**src/hw/exec_ctrl_pkg.sv**
```systemverilog
// execute pipeline control types
// alu operation, operand selects, branch condition and writeback source

package exec_ctrl_pkg;

    typedef enum logic [3:0] {
        ALU_ADD,
        ALU_SUB,
        ALU_SLL,
        ALU_SLT,
        ALU_SLTU,
        ALU_XOR,
        ALU_SRL,
        ALU_SRA,
        ALU_OR,
        ALU_AND
    } alu_op_t;

    // operand a source, zero is used by lui
    typedef enum logic [1:0] {
        A_RS1,
        A_PC,
        A_ZERO
    } a_sel_t;

    typedef enum logic {
        B_RS2,
        B_IMM
    } b_sel_t;

    // branch condition, none for every non-branch
    typedef enum logic [2:0] {
        BR_NONE,
        BR_EQ,
        BR_NE,
        BR_LT,
        BR_GE,
        BR_LTU,
        BR_GEU
    } br_type_t;

    // jumps write the return address
    typedef enum logic {
        WB_ALU,
        WB_PC4
    } wb_sel_t;

endpackage

```
**src/hw/rv32_isa_pkg.sv**
```systemverilog
// rv32i instruction set definitions
// data word and register index types, major opcodes, funct3 codes

package rv32_isa_pkg;

    // data path width and architectural register count
    localparam int XLEN     = 32;
    localparam int NUM_REGS = 32;

    typedef logic [XLEN-1:0] word_t;
    typedef logic [$clog2(NUM_REGS)-1:0] reg_idx_t;

    // major opcodes of the supported subset
    typedef enum logic [6:0] {
        OPC_OP     = 7'b0110011,
        OPC_OP_IMM = 7'b0010011,
        OPC_LUI    = 7'b0110111,
        OPC_AUIPC  = 7'b0010111,
        OPC_JAL    = 7'b1101111,
        OPC_JALR   = 7'b1100111,
        OPC_BRANCH = 7'b1100011
    } opcode_t;

    // funct3 for OP and OP-IMM
    localparam logic [2:0] F3_ADD_SUB = 3'b000;
    localparam logic [2:0] F3_SLL     = 3'b001;
    localparam logic [2:0] F3_SLT     = 3'b010;
    localparam logic [2:0] F3_SLTU    = 3'b011;
    localparam logic [2:0] F3_XOR     = 3'b100;
    localparam logic [2:0] F3_SRL_SRA = 3'b101;
    localparam logic [2:0] F3_OR      = 3'b110;
    localparam logic [2:0] F3_AND     = 3'b111;

    // funct3 for BRANCH
    localparam logic [2:0] F3_BEQ  = 3'b000;
    localparam logic [2:0] F3_BNE  = 3'b001;
    localparam logic [2:0] F3_BLT  = 3'b100;
    localparam logic [2:0] F3_BGE  = 3'b101;
    localparam logic [2:0] F3_BLTU = 3'b110;
    localparam logic [2:0] F3_BGEU = 3'b111;

endpackage

```
**src/hw/alu.sv**
```systemverilog
// integer alu
// rv32i add, sub, logic, shift and set-less-than operations

`timescale 1ns/1ns

module alu
    import rv32_isa_pkg::*;
    import exec_ctrl_pkg::*;
(
    input  alu_op_t alu_op,
    input  word_t   port_a,
    input  word_t   port_b,
    output word_t   port_out
);

    logic [4:0] shamt;
    logic       lt_signed, lt_unsigned;

    // shift amount from low five bits
    assign shamt = port_b[4:0];

    assign lt_signed   = $signed(port_a) < $signed(port_b);
    assign lt_unsigned = port_a < port_b;

    always_comb begin
        case (alu_op)
            ALU_ADD:  port_out = port_a + port_b;
            ALU_SUB:  port_out = port_a - port_b;
            ALU_SLL:  port_out = port_a << shamt;
            ALU_SLT:  port_out = {{(XLEN-1){1'b0}}, lt_signed};
            ALU_SLTU: port_out = {{(XLEN-1){1'b0}}, lt_unsigned};
            ALU_XOR:  port_out = port_a ^ port_b;
            ALU_SRL:  port_out = port_a >> shamt;
            // arithmetic, sign bit fills from the left
            ALU_SRA:  port_out = word_t'($signed(port_a) >>> shamt);
            ALU_OR:   port_out = port_a | port_b;
            ALU_AND:  port_out = port_a & port_b;
            default:  port_out = '0;
        endcase
    end

endmodule

```
**src/hw/exec_core.sv**
```systemverilog
// execute core top level
// decode register, register file and execute stage of a two-stage rv32i pipe

`timescale 1ns/1ns

module exec_core
    import rv32_isa_pkg::*;
    import exec_ctrl_pkg::*;
(
    input  logic     CLK,
    input  logic     nRST,
    input  logic     instr_valid,
    input  word_t    instr,
    input  word_t    pc,
    output logic     res_valid,
    output reg_idx_t res_rd,
    output word_t    res_data,
    output word_t    res_next_pc,
    output logic     res_taken,
    output logic     res_illegal
);

    // decode register outputs
    logic     dec_valid, dec_rd_wen, dec_is_jal, dec_is_jalr, dec_illegal;
    word_t    dec_pc, dec_imm;
    reg_idx_t dec_rs1, dec_rs2, dec_rd;
    alu_op_t  dec_alu_op;
    a_sel_t   dec_a_sel;
    b_sel_t   dec_b_sel;
    br_type_t dec_br_type;
    wb_sel_t  dec_wb_sel;

    word_t    rs1_data, rs2_data;
    logic     wb_en;

    instr_decode u_decode (
        .CLK, .nRST, .instr_valid, .instr, .pc,
        .dec_valid, .dec_pc, .dec_rs1, .dec_rs2, .dec_rd, .dec_rd_wen,
        .dec_alu_op, .dec_a_sel, .dec_b_sel, .dec_imm, .dec_br_type,
        .dec_is_jal, .dec_is_jalr, .dec_wb_sel, .dec_illegal
    );

    // writeback comes straight from the result register
    reg_file u_reg_file (
        .CLK, .nRST,
        .rs1 (dec_rs1), .rs2 (dec_rs2), .rs1_data, .rs2_data,
        .wen (wb_en), .rd (res_rd), .wdata (res_data)
    );

    exec_stage u_exec (
        .CLK, .nRST,
        .dec_valid, .dec_pc, .dec_rs1, .dec_rs2, .dec_rd, .dec_rd_wen,
        .dec_alu_op, .dec_a_sel, .dec_b_sel, .dec_imm, .dec_br_type,
        .dec_is_jal, .dec_is_jalr, .dec_wb_sel, .dec_illegal,
        .rs1_data, .rs2_data,
        .wb_en, .wb_rd (res_rd), .wb_data (res_data),
        .res_valid, .res_next_pc, .res_taken, .res_illegal
    );

endmodule

```
**src/hw/exec_stage.sv**
```systemverilog
// execute stage
// forwarding, operand muxes, branch and jump resolution, result register
// the result register also drives register file writeback

`timescale 1ns/1ns

module exec_stage
    import rv32_isa_pkg::*;
    import exec_ctrl_pkg::*;
(
    input  logic     CLK,
    input  logic     nRST,
    input  logic     dec_valid,
    input  word_t    dec_pc,
    input  reg_idx_t dec_rs1,
    input  reg_idx_t dec_rs2,
    input  reg_idx_t dec_rd,
    input  logic     dec_rd_wen,
    input  alu_op_t  dec_alu_op,
    input  a_sel_t   dec_a_sel,
    input  b_sel_t   dec_b_sel,
    input  word_t    dec_imm,
    input  br_type_t dec_br_type,
    input  logic     dec_is_jal,
    input  logic     dec_is_jalr,
    input  wb_sel_t  dec_wb_sel,
    input  logic     dec_illegal,
    input  word_t    rs1_data,
    input  word_t    rs2_data,
    output logic     wb_en,
    output reg_idx_t wb_rd,
    output word_t    wb_data,
    output logic     res_valid,
    output word_t    res_next_pc,
    output logic     res_taken,
    output logic     res_illegal
);

    word_t rs1_fwd, rs2_fwd;
    word_t port_a, port_b, alu_out;
    word_t pc4, pc_imm, jalr_target, next_pc, result;
    logic  br_taken, taken, writes;

    // previous result not yet in the register file, x0 never forwarded
    assign rs1_fwd = (wb_en && wb_rd != '0 && wb_rd == dec_rs1) ? wb_data : rs1_data;
    assign rs2_fwd = (wb_en && wb_rd != '0 && wb_rd == dec_rs2) ? wb_data : rs2_data;

    always_comb begin
        case (dec_a_sel)
            A_RS1:   port_a = rs1_fwd;
            A_PC:    port_a = dec_pc;
            default: port_a = '0;
        endcase
    end

    assign port_b = (dec_b_sel == B_IMM) ? dec_imm : rs2_fwd;

    alu u_alu (
        .alu_op   (dec_alu_op),
        .port_a   (port_a),
        .port_b   (port_b),
        .port_out (alu_out)
    );

    // branch compare on forwarded sources
    always_comb begin
        case (dec_br_type)
            BR_EQ:   br_taken = rs1_fwd == rs2_fwd;
            BR_NE:   br_taken = rs1_fwd != rs2_fwd;
            BR_LT:   br_taken = $signed(rs1_fwd) < $signed(rs2_fwd);
            BR_GE:   br_taken = $signed(rs1_fwd) >= $signed(rs2_fwd);
            BR_LTU:  br_taken = rs1_fwd < rs2_fwd;
            BR_GEU:  br_taken = rs1_fwd >= rs2_fwd;
            default: br_taken = 1'b0;
        endcase
    end

    // branch and jal share the pc-relative adder
    assign pc4         = dec_pc + word_t'(4);
    assign pc_imm      = dec_pc + dec_imm;
    assign jalr_target = (rs1_fwd + dec_imm) & ~word_t'(1);

    assign taken   = dec_is_jal || dec_is_jalr || br_taken;
    assign next_pc = dec_is_jalr ? jalr_target : (taken ? pc_imm : pc4);

    assign writes = dec_valid && dec_rd_wen && !dec_illegal;
    // nothing written means a zero result
    assign result = !writes ? '0 : ((dec_wb_sel == WB_PC4) ? pc4 : alu_out);

    // result register, control part
    always_ff @(posedge CLK, negedge nRST) begin
        if (!nRST) begin
            res_valid   <= 1'b0;
            wb_en       <= 1'b0;
            res_taken   <= 1'b0;
            res_illegal <= 1'b0;
        end else begin
            res_valid   <= dec_valid;
            wb_en       <= writes;
            res_taken   <= dec_valid && taken;
            res_illegal <= dec_valid && dec_illegal;
        end
    end

    // result register, payload part
    always_ff @(posedge CLK) begin
        wb_rd       <= dec_rd;
        wb_data     <= result;
        res_next_pc <= next_pc;
    end

endmodule

```
**src/hw/instr_decode.sv**
```systemverilog
// instruction decoder with decode register
// splits fields, builds immediates, flags illegal encodings

`timescale 1ns/1ns

module instr_decode
    import rv32_isa_pkg::*;
    import exec_ctrl_pkg::*;
(
    input  logic     CLK,
    input  logic     nRST,
    input  logic     instr_valid,
    input  word_t    instr,
    input  word_t    pc,
    output logic     dec_valid,
    output word_t    dec_pc,
    output reg_idx_t dec_rs1,
    output reg_idx_t dec_rs2,
    output reg_idx_t dec_rd,
    output logic     dec_rd_wen,
    output alu_op_t  dec_alu_op,
    output a_sel_t   dec_a_sel,
    output b_sel_t   dec_b_sel,
    output word_t    dec_imm,
    output br_type_t dec_br_type,
    output logic     dec_is_jal,
    output logic     dec_is_jalr,
    output wb_sel_t  dec_wb_sel,
    output logic     dec_illegal
);

    opcode_t    opcode;
    logic [2:0] funct3;
    logic [6:0] funct7;
    word_t      imm_i, imm_b, imm_u, imm_j, imm_shamt;
    logic       rd_wen, is_jal, is_jalr, illegal;
    alu_op_t    alu_op;
    a_sel_t     a_sel;
    b_sel_t     b_sel;
    word_t      imm;
    br_type_t   br_type;
    wb_sel_t    wb_sel;

    // funct3 to alu op, alt picks sub or sra
    function automatic alu_op_t f3_to_alu(input logic [2:0] f3, input logic alt);
        alu_op_t op;
        case (f3)
            F3_ADD_SUB: op = alt ? ALU_SUB : ALU_ADD;
            F3_SLL:     op = ALU_SLL;
            F3_SLT:     op = ALU_SLT;
            F3_SLTU:    op = ALU_SLTU;
            F3_XOR:     op = ALU_XOR;
            F3_SRL_SRA: op = alt ? ALU_SRA : ALU_SRL;
            F3_OR:      op = ALU_OR;
            default:    op = ALU_AND;
        endcase
        return op;
    endfunction

    assign opcode = opcode_t'(instr[6:0]);
    assign funct3 = instr[14:12];
    assign funct7 = instr[31:25];

    // sign-extended immediates per format
    assign imm_i     = {{20{instr[31]}}, instr[31:20]};
    assign imm_b     = {{19{instr[31]}}, instr[31], instr[7], instr[30:25], instr[11:8], 1'b0};
    assign imm_u     = {instr[31:12], 12'b0};
    assign imm_j     = {{11{instr[31]}}, instr[31], instr[19:12], instr[20], instr[30:21], 1'b0};
    assign imm_shamt = {{(XLEN-5){1'b0}}, instr[24:20]};

    always_comb begin
        // defaults describe a non-writing addi
        rd_wen  = 1'b0;
        alu_op  = ALU_ADD;
        a_sel   = A_RS1;
        b_sel   = B_IMM;
        imm     = imm_i;
        br_type = BR_NONE;
        is_jal  = 1'b0;
        is_jalr = 1'b0;
        wb_sel  = WB_ALU;
        illegal = 1'b0;
        case (opcode)
            OPC_OP: begin
                rd_wen = 1'b1;
                b_sel  = B_RS2;
                alu_op = f3_to_alu(funct3, instr[30]);
                // only add/sub and srl/sra have an alternate funct7
                if (!(funct7 == 7'b0000000 ||
                      (funct7 == 7'b0100000 &&
                       (funct3 == F3_ADD_SUB || funct3 == F3_SRL_SRA)))) begin
                    illegal = 1'b1;
                end
            end
            OPC_OP_IMM: begin
                rd_wen = 1'b1;
                // addi never turns into sub
                alu_op = f3_to_alu(funct3, (funct3 == F3_SRL_SRA) && instr[30]);
                if (funct3 == F3_SLL || funct3 == F3_SRL_SRA) begin
                    imm = imm_shamt;
                end
            end
            OPC_LUI: begin
                rd_wen = 1'b1;
                a_sel  = A_ZERO;
                imm    = imm_u;
            end
            OPC_AUIPC: begin
                rd_wen = 1'b1;
                a_sel  = A_PC;
                imm    = imm_u;
            end
            OPC_JAL: begin
                rd_wen = 1'b1;
                is_jal = 1'b1;
                wb_sel = WB_PC4;
                imm    = imm_j;
            end
            OPC_JALR: begin
                rd_wen  = 1'b1;
                is_jalr = 1'b1;
                wb_sel  = WB_PC4;
            end
            OPC_BRANCH: begin
                imm = imm_b;
                case (funct3)
                    F3_BEQ:  br_type = BR_EQ;
                    F3_BNE:  br_type = BR_NE;
                    F3_BLT:  br_type = BR_LT;
                    F3_BGE:  br_type = BR_GE;
                    F3_BLTU: br_type = BR_LTU;
                    F3_BGEU: br_type = BR_GEU;
                    default: br_type = BR_NONE;
                endcase
            end
            default: illegal = 1'b1;
        endcase
        // illegal instructions write nothing
        if (illegal) begin
            rd_wen = 1'b0;
        end
    end

    // decode register, control part
    always_ff @(posedge CLK, negedge nRST) begin
        if (!nRST) begin
            dec_valid   <= 1'b0;
            dec_rd_wen  <= 1'b0;
            dec_br_type <= BR_NONE;
            dec_is_jal  <= 1'b0;
            dec_is_jalr <= 1'b0;
            dec_illegal <= 1'b0;
        end else begin
            dec_valid   <= instr_valid;
            dec_rd_wen  <= rd_wen;
            dec_br_type <= br_type;
            dec_is_jal  <= is_jal;
            dec_is_jalr <= is_jalr;
            dec_illegal <= illegal;
        end
    end

    // decode register, payload part
    always_ff @(posedge CLK) begin
        dec_pc     <= pc;
        dec_rs1    <= instr[19:15];
        dec_rs2    <= instr[24:20];
        dec_rd     <= instr[11:7];
        dec_alu_op <= alu_op;
        dec_a_sel  <= a_sel;
        dec_b_sel  <= b_sel;
        dec_imm    <= imm;
        dec_wb_sel <= wb_sel;
    end

endmodule

```
**src/hw/reg_file.sv**
```systemverilog
// integer register file
// two asynchronous read ports, one synchronous write port, x0 fixed at zero

`timescale 1ns/1ns

module reg_file
    import rv32_isa_pkg::*;
(
    input  logic     CLK,
    input  logic     nRST,
    input  reg_idx_t rs1,
    input  reg_idx_t rs2,
    output word_t    rs1_data,
    output word_t    rs2_data,
    input  logic     wen,
    input  reg_idx_t rd,
    input  word_t    wdata
);

    word_t regs [NUM_REGS];

    always_ff @(posedge CLK, negedge nRST) begin
        if (!nRST) begin
            for (int i = 0; i < NUM_REGS; i++) begin
                regs[i] <= '0;
            end
        end else if (wen && rd != '0) begin
            // x0 writes dropped here
            regs[rd] <= wdata;
        end
    end

    // combinational reads
    assign rs1_data = (rs1 == '0) ? '0 : regs[rs1];
    assign rs2_data = (rs2 == '0) ? '0 : regs[rs2];

endmodule

```
**config.mk**
```make
export PLATFORM = sky130hd
export DESIGN_NAME = exec_core
export DESIGN_NICKNAME = d
export VERILOG_FILES = /design/src/hw/exec_ctrl_pkg.sv /design/src/hw/rv32_isa_pkg.sv /design/src/hw/alu.sv /design/src/hw/exec_core.sv /design/src/hw/exec_stage.sv /design/src/hw/instr_decode.sv /design/src/hw/reg_file.sv
export SDC_FILE = /design/constraint.sdc
export NUM_CORES = 2
export LEC_CHECK = 0
export BUFFER_PORTS_ARGS = -buffer_cell sky130_fd_sc_hd__buf_2
export CAP_MARGIN = 25
export CORE_ASPECT_RATIO = 1.4
export CORE_MARGIN = 2
export CORE_UTILIZATION = 42
export CTS_BUF_LIST = sky130_fd_sc_hd__clkbuf_4 sky130_fd_sc_hd__clkbuf_8
export DETAILED_ROUTE_END_ITERATION = 6
export GPL_TIMING_DRIVEN = 0
export PLACE_DENSITY_LB_ADDON = 0.05
export SLEW_MARGIN = 20
export SYNTH_ARGS = -nofsm -noshare
export SYNTH_HDL_FRONTEND = slang
export SYNTH_SLANG_ARGS = --single-unit
```
**constraint.sdc**
```tcl
create_clock -name CLK -period 8.3 [get_ports CLK]
set_clock_uncertainty 0.05 [all_clocks]
set_input_delay 0.415 -clock CLK [delete_from_list [all_inputs] [get_ports CLK]]
set_output_delay 0.415 -clock CLK [all_outputs]
set_load 0.01 [all_outputs]
```
== Word-level counts from Yosys, hierarchy flattened ==
Index checks and enable logic that the tools add are counted.

* Register bits after elaboration: 1192
* Output and inout port bits: 72

* Add/subtract/negate cells: 5
* Order comparisons: 10
* Equal/unequal tests: 35
* Shift operators: 3
* Mux-type cells: 40
* Bitwise gates (word level): 6
* Reduce and logical (&&, ||, !) cells: 27

{| class="wikitable"
|+ Operators with widths
! kind !! number
|-
| $bwmux W1024 || 1
|-
| $mux W32 || 14
|-
| $bmux W32 S5 || 2
|-
| $pmux W32 S10 || 1
|-
| $demux W32 S5 || 1
|-
| $lt A32 B32 Y1 || 4
|-
| $pmux W32 S4 || 1
|-
| $add A32 B32 Y32 || 3
|-
| $ge A32 B32 Y1 || 2
|-
| $pmux W32 S2 || 1
|-
| $pmux W4 S7 || 2
|-
| $add A32 B3 Y32 const B || 1
|-
| $and A32 B32 Y32 || 1
|-
| $eq A32 B32 Y1 || 1
|-
| $ne A32 B32 Y1 || 1
|-
| $or A32 B32 Y32 || 1
|-
| $shl A32 B5 Y32 || 1
|-
| $shr A32 B5 Y32 || 1
|-
| $sshr A32 B5 Y32 || 1
|-
| $sub A32 B32 Y32 || 1
|-
| $xor A32 B32 Y32 || 1
|-
| $eq A3 B3 Y1 const B || 7
|-
| $eq A7 B6 Y1 const B || 3
|-
| $eq A7 B7 Y1 const B || 3
|-
| 30 further kinds || 71
|}

== Depth between registers and ports, before layout ==
* Depth after elaboration: 11
* Mapped depth: 30
* Mapped depth without buffers: 20

== Hierarchy ==
From an unflattened synthesis, not the netlist that was laid out.

* Cells, all modules: 6097
* Area, all modules: 74117.3 um^2

{| class="wikitable"
|+ Modules (own cells, without submodules)
! module !! instances !! cells each !! area each (um^2)
|-
| reg_file || 1 || 3620 || 54347.1
|-
| exec_stage || 1 || 1097 || 8743.4
|-
| alu || 1 || 1181 || 8359.3
|-
| instr_decode || 1 || 199 || 2667.6
|}

== Worst setup path before layout ==
No wires, ideal clock.

* Path type: register to register
* Start: reg u_decode.dec_rs2[0]
* End: reg u_exec.wb_data[27]
* Setup time: 0.146 ns
* Arrival time: 6.395 ns
* Required time: 8.104 ns
* Path slack: 1.710 ns
* Stages on the path, launching flop included: 26
* Path buffers: 8
* Cell sequence: dfxtp_1 buf_6 buf_6 buf_6 buf_4 buf_4 buf_1 buf_2 mux4_2 a221oi_1 a21oi_1 a22o_1 mux2_2 ha_1 clkbuf_1 nor2_1 nand2_1 or4_1 a211o_1 o211ai_1 o221ai_1 o31ai_1 a21oi_1 xnor2_1 a2111oi_0 a221oi_2

* Word-level cells in the longest chain between the ends: 10

{| class="wikitable"
|+ RTL lines
! element !! RTL line !! text
|-
| start, declared || instr_decode.sv:18 || <nowiki>output reg_idx_t dec_rs2,</nowiki>
|-
| start signal, assigned || instr_decode.sv:167 || <nowiki>dec_rs2 <= instr[24:20];</nowiki>
|-
| $not A5 Y6 (implied by the code) || reg_file.sv:35 || <nowiki>assign rs2_data = (rs2 == '0) ? '0 : regs[rs2];</nowiki>
|-
| $bmux W32 S5 || reg_file.sv:35 ||
|-
| $mux W32 (implied by the code) (2 in a row) || reg_file.sv:35 ||
|-
| $mux W32 || reg_file.sv:35 ||
|-
| $mux W32 * || exec_stage.sv:46 || <nowiki>assign rs2_fwd = (wb_en && wb_rd != '0 && wb_rd == dec_rs2) ? wb_data : rs2_data;</nowiki>
|-
| $mux W32 * || exec_stage.sv:56 || <nowiki>assign port_b = (dec_b_sel == B_IMM) ? dec_imm : rs2_fwd;</nowiki>
|-
| $sub A32 B32 Y32, or another cell as far along || alu.sv:28 || <nowiki>ALU_SUB: port_out = port_a - port_b;</nowiki>
|-
| $pmux W32 S10 * || alu.sv:26 || <nowiki>case (alu_op)</nowiki>
|-
| $mux W32 * || exec_stage.sv:88 || <nowiki>assign result = !writes ? '0 : ((dec_wb_sel == WB_PC4) ? pc4 : alu_out);</nowiki>
|-
| end signal, assigned || exec_stage.sv:108 || <nowiki>wb_data <= result;</nowiki>
|-
| end, declared || exec_stage.sv:32 || <nowiki>output word_t wb_data,</nowiki>
|}

Every way passes the cells marked *; elsewhere a longest branch is shown, timed or not. The select of a mux whose other input is x is not followed.
A chain may end at the register's enable or synchronous reset.

== Worst setup path in the final report ==
* Start: reg u_decode.dec_rs2[3]
* End: reg u_exec.res_next_pc[6]

* Word-level cells in the longest chain between the ends: 11

{| class="wikitable"
|+ RTL lines
! element !! RTL line !! text
|-
| $not A5 Y6 (implied by the code) || reg_file.sv:35 ||
|-
| $bmux W32 S5 || reg_file.sv:35 ||
|-
| $mux W32 (implied by the code) (2 in a row) || reg_file.sv:35 ||
|-
| $mux W32 || reg_file.sv:35 ||
|-
| $mux W32 * || exec_stage.sv:46 ||
|-
| $ge A32 B32 Y1, or another cell as far along || exec_stage.sv:73 || <nowiki>BR_GEU: br_taken = rs1_fwd >= rs2_fwd;</nowiki>
|-
| $pmux W1 S6 * || exec_stage.sv:67 || <nowiki>case (dec_br_type)</nowiki>
|-
| $logic_or A1 B1 Y1 * || exec_stage.sv:83 || <nowiki>assign taken = dec_is_jal || dec_is_jalr || br_taken;</nowiki>
|-
| $mux W32 * (2 in a row) || exec_stage.sv:84 || <nowiki>assign next_pc = dec_is_jalr ? jalr_target : (taken ? pc_imm : pc4);</nowiki>
|-
| via u_exec.next_pc[6] || exec_stage.sv:41 || <nowiki>word_t pc4, pc_imm, jalr_target, next_pc, result;</nowiki>
|-
| end signal, assigned || exec_stage.sv:109 || <nowiki>res_next_pc <= next_pc;</nowiki>
|-
| end, declared || exec_stage.sv:34 || <nowiki>output word_t res_next_pc,</nowiki>
|}

Mark *: on every way through the listed nets, which the timed path passes. The rest lies on a longest branch. The select of a mux whose other input is x is not followed.

==> flow_metrics.env <==
export IMPL_drt_initial_drc_count=7724
export IMPL_portBuffers=137
export IMPL_setup_violations=30
export IMPL_syn2layout_area_growth_pct=16.1
export IMPL_antenna_left=0
export IMPL_finalNetCount=7036
export IMPL_cp_slowest_stage_delay_ns=0.81
export IMPL_r2r_slack_ns=-0.26
export IMPL_worst_slack_ns=-0.258
export IMPL_crit_path_end_kind="flop"
export IMPL_yosysSeqAreaShare_pct=39.5
export IMPL_status="finished with violations"
export IMPL_switchingPower_mw=4.58
export IMPL_grt_usage_pct=49.3
export IMPL_synth_nets=6482
export IMPL_sw_frac_of_total_pct=31.9
export IMPL_worstPathRequired_ns=9.15
export IMPL_clk_pin_slew_ns=0.10
export IMPL_p_int_mw=9.76
export IMPL_io_pins=139
export IMPL_drt_total_wl_um=442000
export IMPL_timing_rr_start="u_decode.dec_rs2[3]"
export IMPL_cts_sinks=1192
export IMPL_min_path_type="in -> reg"
export IMPL_netlist_area_mm2=0.0735
export IMPL_cts_buffer_depth=3
export IMPL_crit_start="u_decode.dec_rs2[3]"
export IMPL_wl_per_cell_um=47.8
export IMPL_r2r_end="u_exec.res_next_pc[6]"
export IMPL_synth_seq_cells=1192
export IMPL_clkPwrFrac_pct=42.2
export IMPL_dieArea_mm2=0.178
export IMPL_min_period_over_period_pct=103
export IMPL_critPathKind="reg -> reg"
export IMPL_cp_arrival_ns=9.40
export IMPL_place_area_mm2=0.0791
export IMPL_p_leak_nw=38.7
export IMPL_core_area_mm2=0.174
export IMPL_layout_min_cycle_time_ns=8.56
export IMPL_antenna_found_initial=28
export IMPL_synthFlopType="dfrtp_1"
export IMPL_synthCells=6218
export IMPL_power_frac_seq_pct=41.2
export IMPL_rsz0062_at_grt="true"
export IMPL_fp_row_count=181
export IMPL_numCtsBuffers=199
export IMPL_p_comb_share_pct=16.5
export IMPL_grt_pass1_wl_um=585000
export IMPL_htreeDepth=4
export IMPL_hold_viol=0
export IMPL_cp_endpoint="u_exec.res_next_pc[6]"
export IMPL_grt_pass1_vias=64600
export IMPL_start_util_pct=42.3
export IMPL_avgSynthCellArea_um2=11.8
export IMPL_tightest_slew_ns=1.23
export IMPL_cp_max_fo=11
export IMPL_clk_latency_ns=1.06
export IMPL_synthArstFlopShare_pct=86.9
export IMPL_violations="design-rule violations, negative setup slack"
export IMPL_worstPathCellList="clkdlybuf4s15_1 -> clkbuf_4 -> clkbuf_2 -> clkbuf_2 -> o211ai_1 -> a21oi_2 -> a22o_1 -> inv_1 -> ha_1 -> a21o_1 -> a21o_1 -> a2111oi_0 -> a2bb2oi_1 -> o21ai_0 -> nor3_2 -> xor2_1 -> o21ai_0 -> o2111ai_2 -> buf_4 -> nand2_2 -> o221ai_1"
export IMPL_synth_edf_count=0
export IMPL_cts_tree="done"
export IMPL_dp_hpwl_um=332000
export IMPL_die_w_um=358
export IMPL_rr_worst_depth=21
export IMPL_final_area_mm2=0.0854
export IMPL_power_density_mw_per_mm2=168
export IMPL_dr_pass1_iters=7
export IMPL_ys_warnings_count=0
export IMPL_power_mw=14.3
export IMPL_drive_above_1_share_pct=35.9
export IMPL_slowest_stage="clkdlybuf4s15_1"
export IMPL_fmax_mhz=117
export IMPL_cts_root_buffer="clkbuf_8"
export IMPL_place_ws_ns=-2.79
export IMPL_drc=8
export IMPL_worstSetupStartpointType="flop"
export IMPL_grt_overflow_total=0
export IMPL_viasPerCell=7.05
export IMPL_gp_congestion=1.11
export IMPL_finalMaxSlewViolations=0
export IMPL_synth_cell_types=102
export IMPL_maxCapViolCount=0
export IMPL_slew_headroom_pct=15.8
export IMPL_grt_max_degree=129
export IMPL_die_height_um=499
export IMPL_vias=65200
export IMPL_fillCellCount=16000
export IMPL_ir_worst_vdd_mv=0.177
-- worst min path at each step --
stage                       start                 endpoint  slack (ns)  cells after the start
2_1_floorplan                nRST  u_decode.dec_br_type[0]        0.07                      0
3_3_place_gp   u_decode.dec_rd[4]          u_exec.wb_rd[4]        0.26                      0
3_5_place_dp   u_decode.dec_rd[3]          u_exec.wb_rd[3]        0.26                      0
4_1_cts                 instr[10]       u_decode.dec_rd[3]        0.04                      2
5_1_grt                 instr[10]       u_decode.dec_rd[3]        0.09                      2
6_report                instr[10]       u_decode.dec_rd[3]         0.1                      2
-- metal layers --
layer  share of wire (%)  track usage (%)
met1                  32             50.0
met2                  45             75.2
met3                 9.7             17.3
met4                  14             53.8
met5               0.039            0.356
-- cell families after synthesis --
logic type,synth area share [%]
flip-flops,39.5
multiplexers,34.0
buffers and inverters,4.26
XOR/XNOR,1.29
AO/OA/AOI/OAI,12.0
AND/OR/NAND/NOR,5.65
adder cells (fa/ha/maj),3.39
-- power by group through the flow --
stage                     Sequential [mW]  Combinational (mW)  Clock [mW]
after CTS                            5.91                2.24        6.05
after global placement               6.02                2.09           0
after detailed placement             6.01                2.16           0
final                                5.91                2.37        6.06
after floorplan                      5.98                1.05           0
after global routing                 5.91                2.39        6.30
-- area by class of cell --
class | count | area, um^2 | area share, %
diodes | 43 | 108 | 0.126
plain buffers | 548 | 2920 | 3.42
clock buffers | 303 | 3810 | 4.46
clock inverters | 44 | 631 | 0.738
inverters | 154 | 591 | 0.691
multi-input cells | 4314 | 41900 | 49.0
flip-flops and latches | 1192 | 29100 | 34.0
well taps | 2287 | 2860 | 3.35
repair buffers | 363 | 3550 | 4.15
-- Yosys cell counts (101+ instances only) --
master    number  area [um^2]
clkbuf_1     378         1420
mux4_2       407         9170
a21oi_1      237         1190
nor2_1       263          987
a22oi_1      122          916
dfxtp_1      156         3120
o21ai_0      203         1020
mux2_2      1046        11800
ha_1         193         2410
mux2i_1      397         3970
dfrtp_1     1036        25900
o22ai_1      101          632
nand2_1      236          886
inv_1        145          544
-- repair_timing --
item | in CTS | in global routing
setup endpoints to repair | 53 | 38
gates cloned | 0 | 0
gates resized for setup | 104 | 50
hold buffers | 108 | 0
pin swaps | 3 | 2
setup buffers | 2 | 0
endpoints found under the hold margin | 392 | 0
-- layout by cell type (no fill, tap or decap), types with 107 or more instances in the layout --
master and count:
clkbuf_1 237, dlygate4sd3_1 107, nor2_1 252, inv_1 144, mux2_2 1046, a22oi_1 121, clkbuf_2 121, ha_1 185
nand2_1 234, dfxtp_1 153, dfrtp_1 1036, clkbuf_8 245, buf_2 207, mux2i_1 392, mux4_2 407, a21oi_1 228
o21ai_0 195
-- worst max-delay path: cells and delay by family, from the launching register on --
family / cells / cell delay [ns]
flops: 1 / 0.55
buf+inv: 6 / 3.19
simple gates: 2 / 0.80
xor+xnor: 1 / 0.28
compound gates: 11 / 3.16
fa+ha+maj: 1 / 0.30
-- sequential cells by signal (all words and copies together) (netlist names), 2 cells and up --
register	flops
u_decode.dec_rd	5
u_decode.dec_rs1	5
u_decode.dec_rs2	5
u_decode.dec_pc	32
u_decode.dec_alu_op	4
u_exec.wb_data	32
u_exec.res_next_pc	32
u_decode.dec_br_type	3
u_decode.dec_imm	32
u_decode.dec_a_sel	2
u_exec.wb_rd	5
u_reg_file.regs	1024
-- per-stage QoR --
stage	setup TNS [ns]	util [%]	instances	hold WS, ns
floorplan	0	-	6218	0.0694
global placement	-	44.3	8642	0.262
detailed placement	-105.01	45.5	8749	0.263
CTS	0	48.9	9199	0.0423
global route	0	49.1	9213	0.0884
finish	-3.82	49.1	9248	0.0952
(Power assumes the default switching activity.)
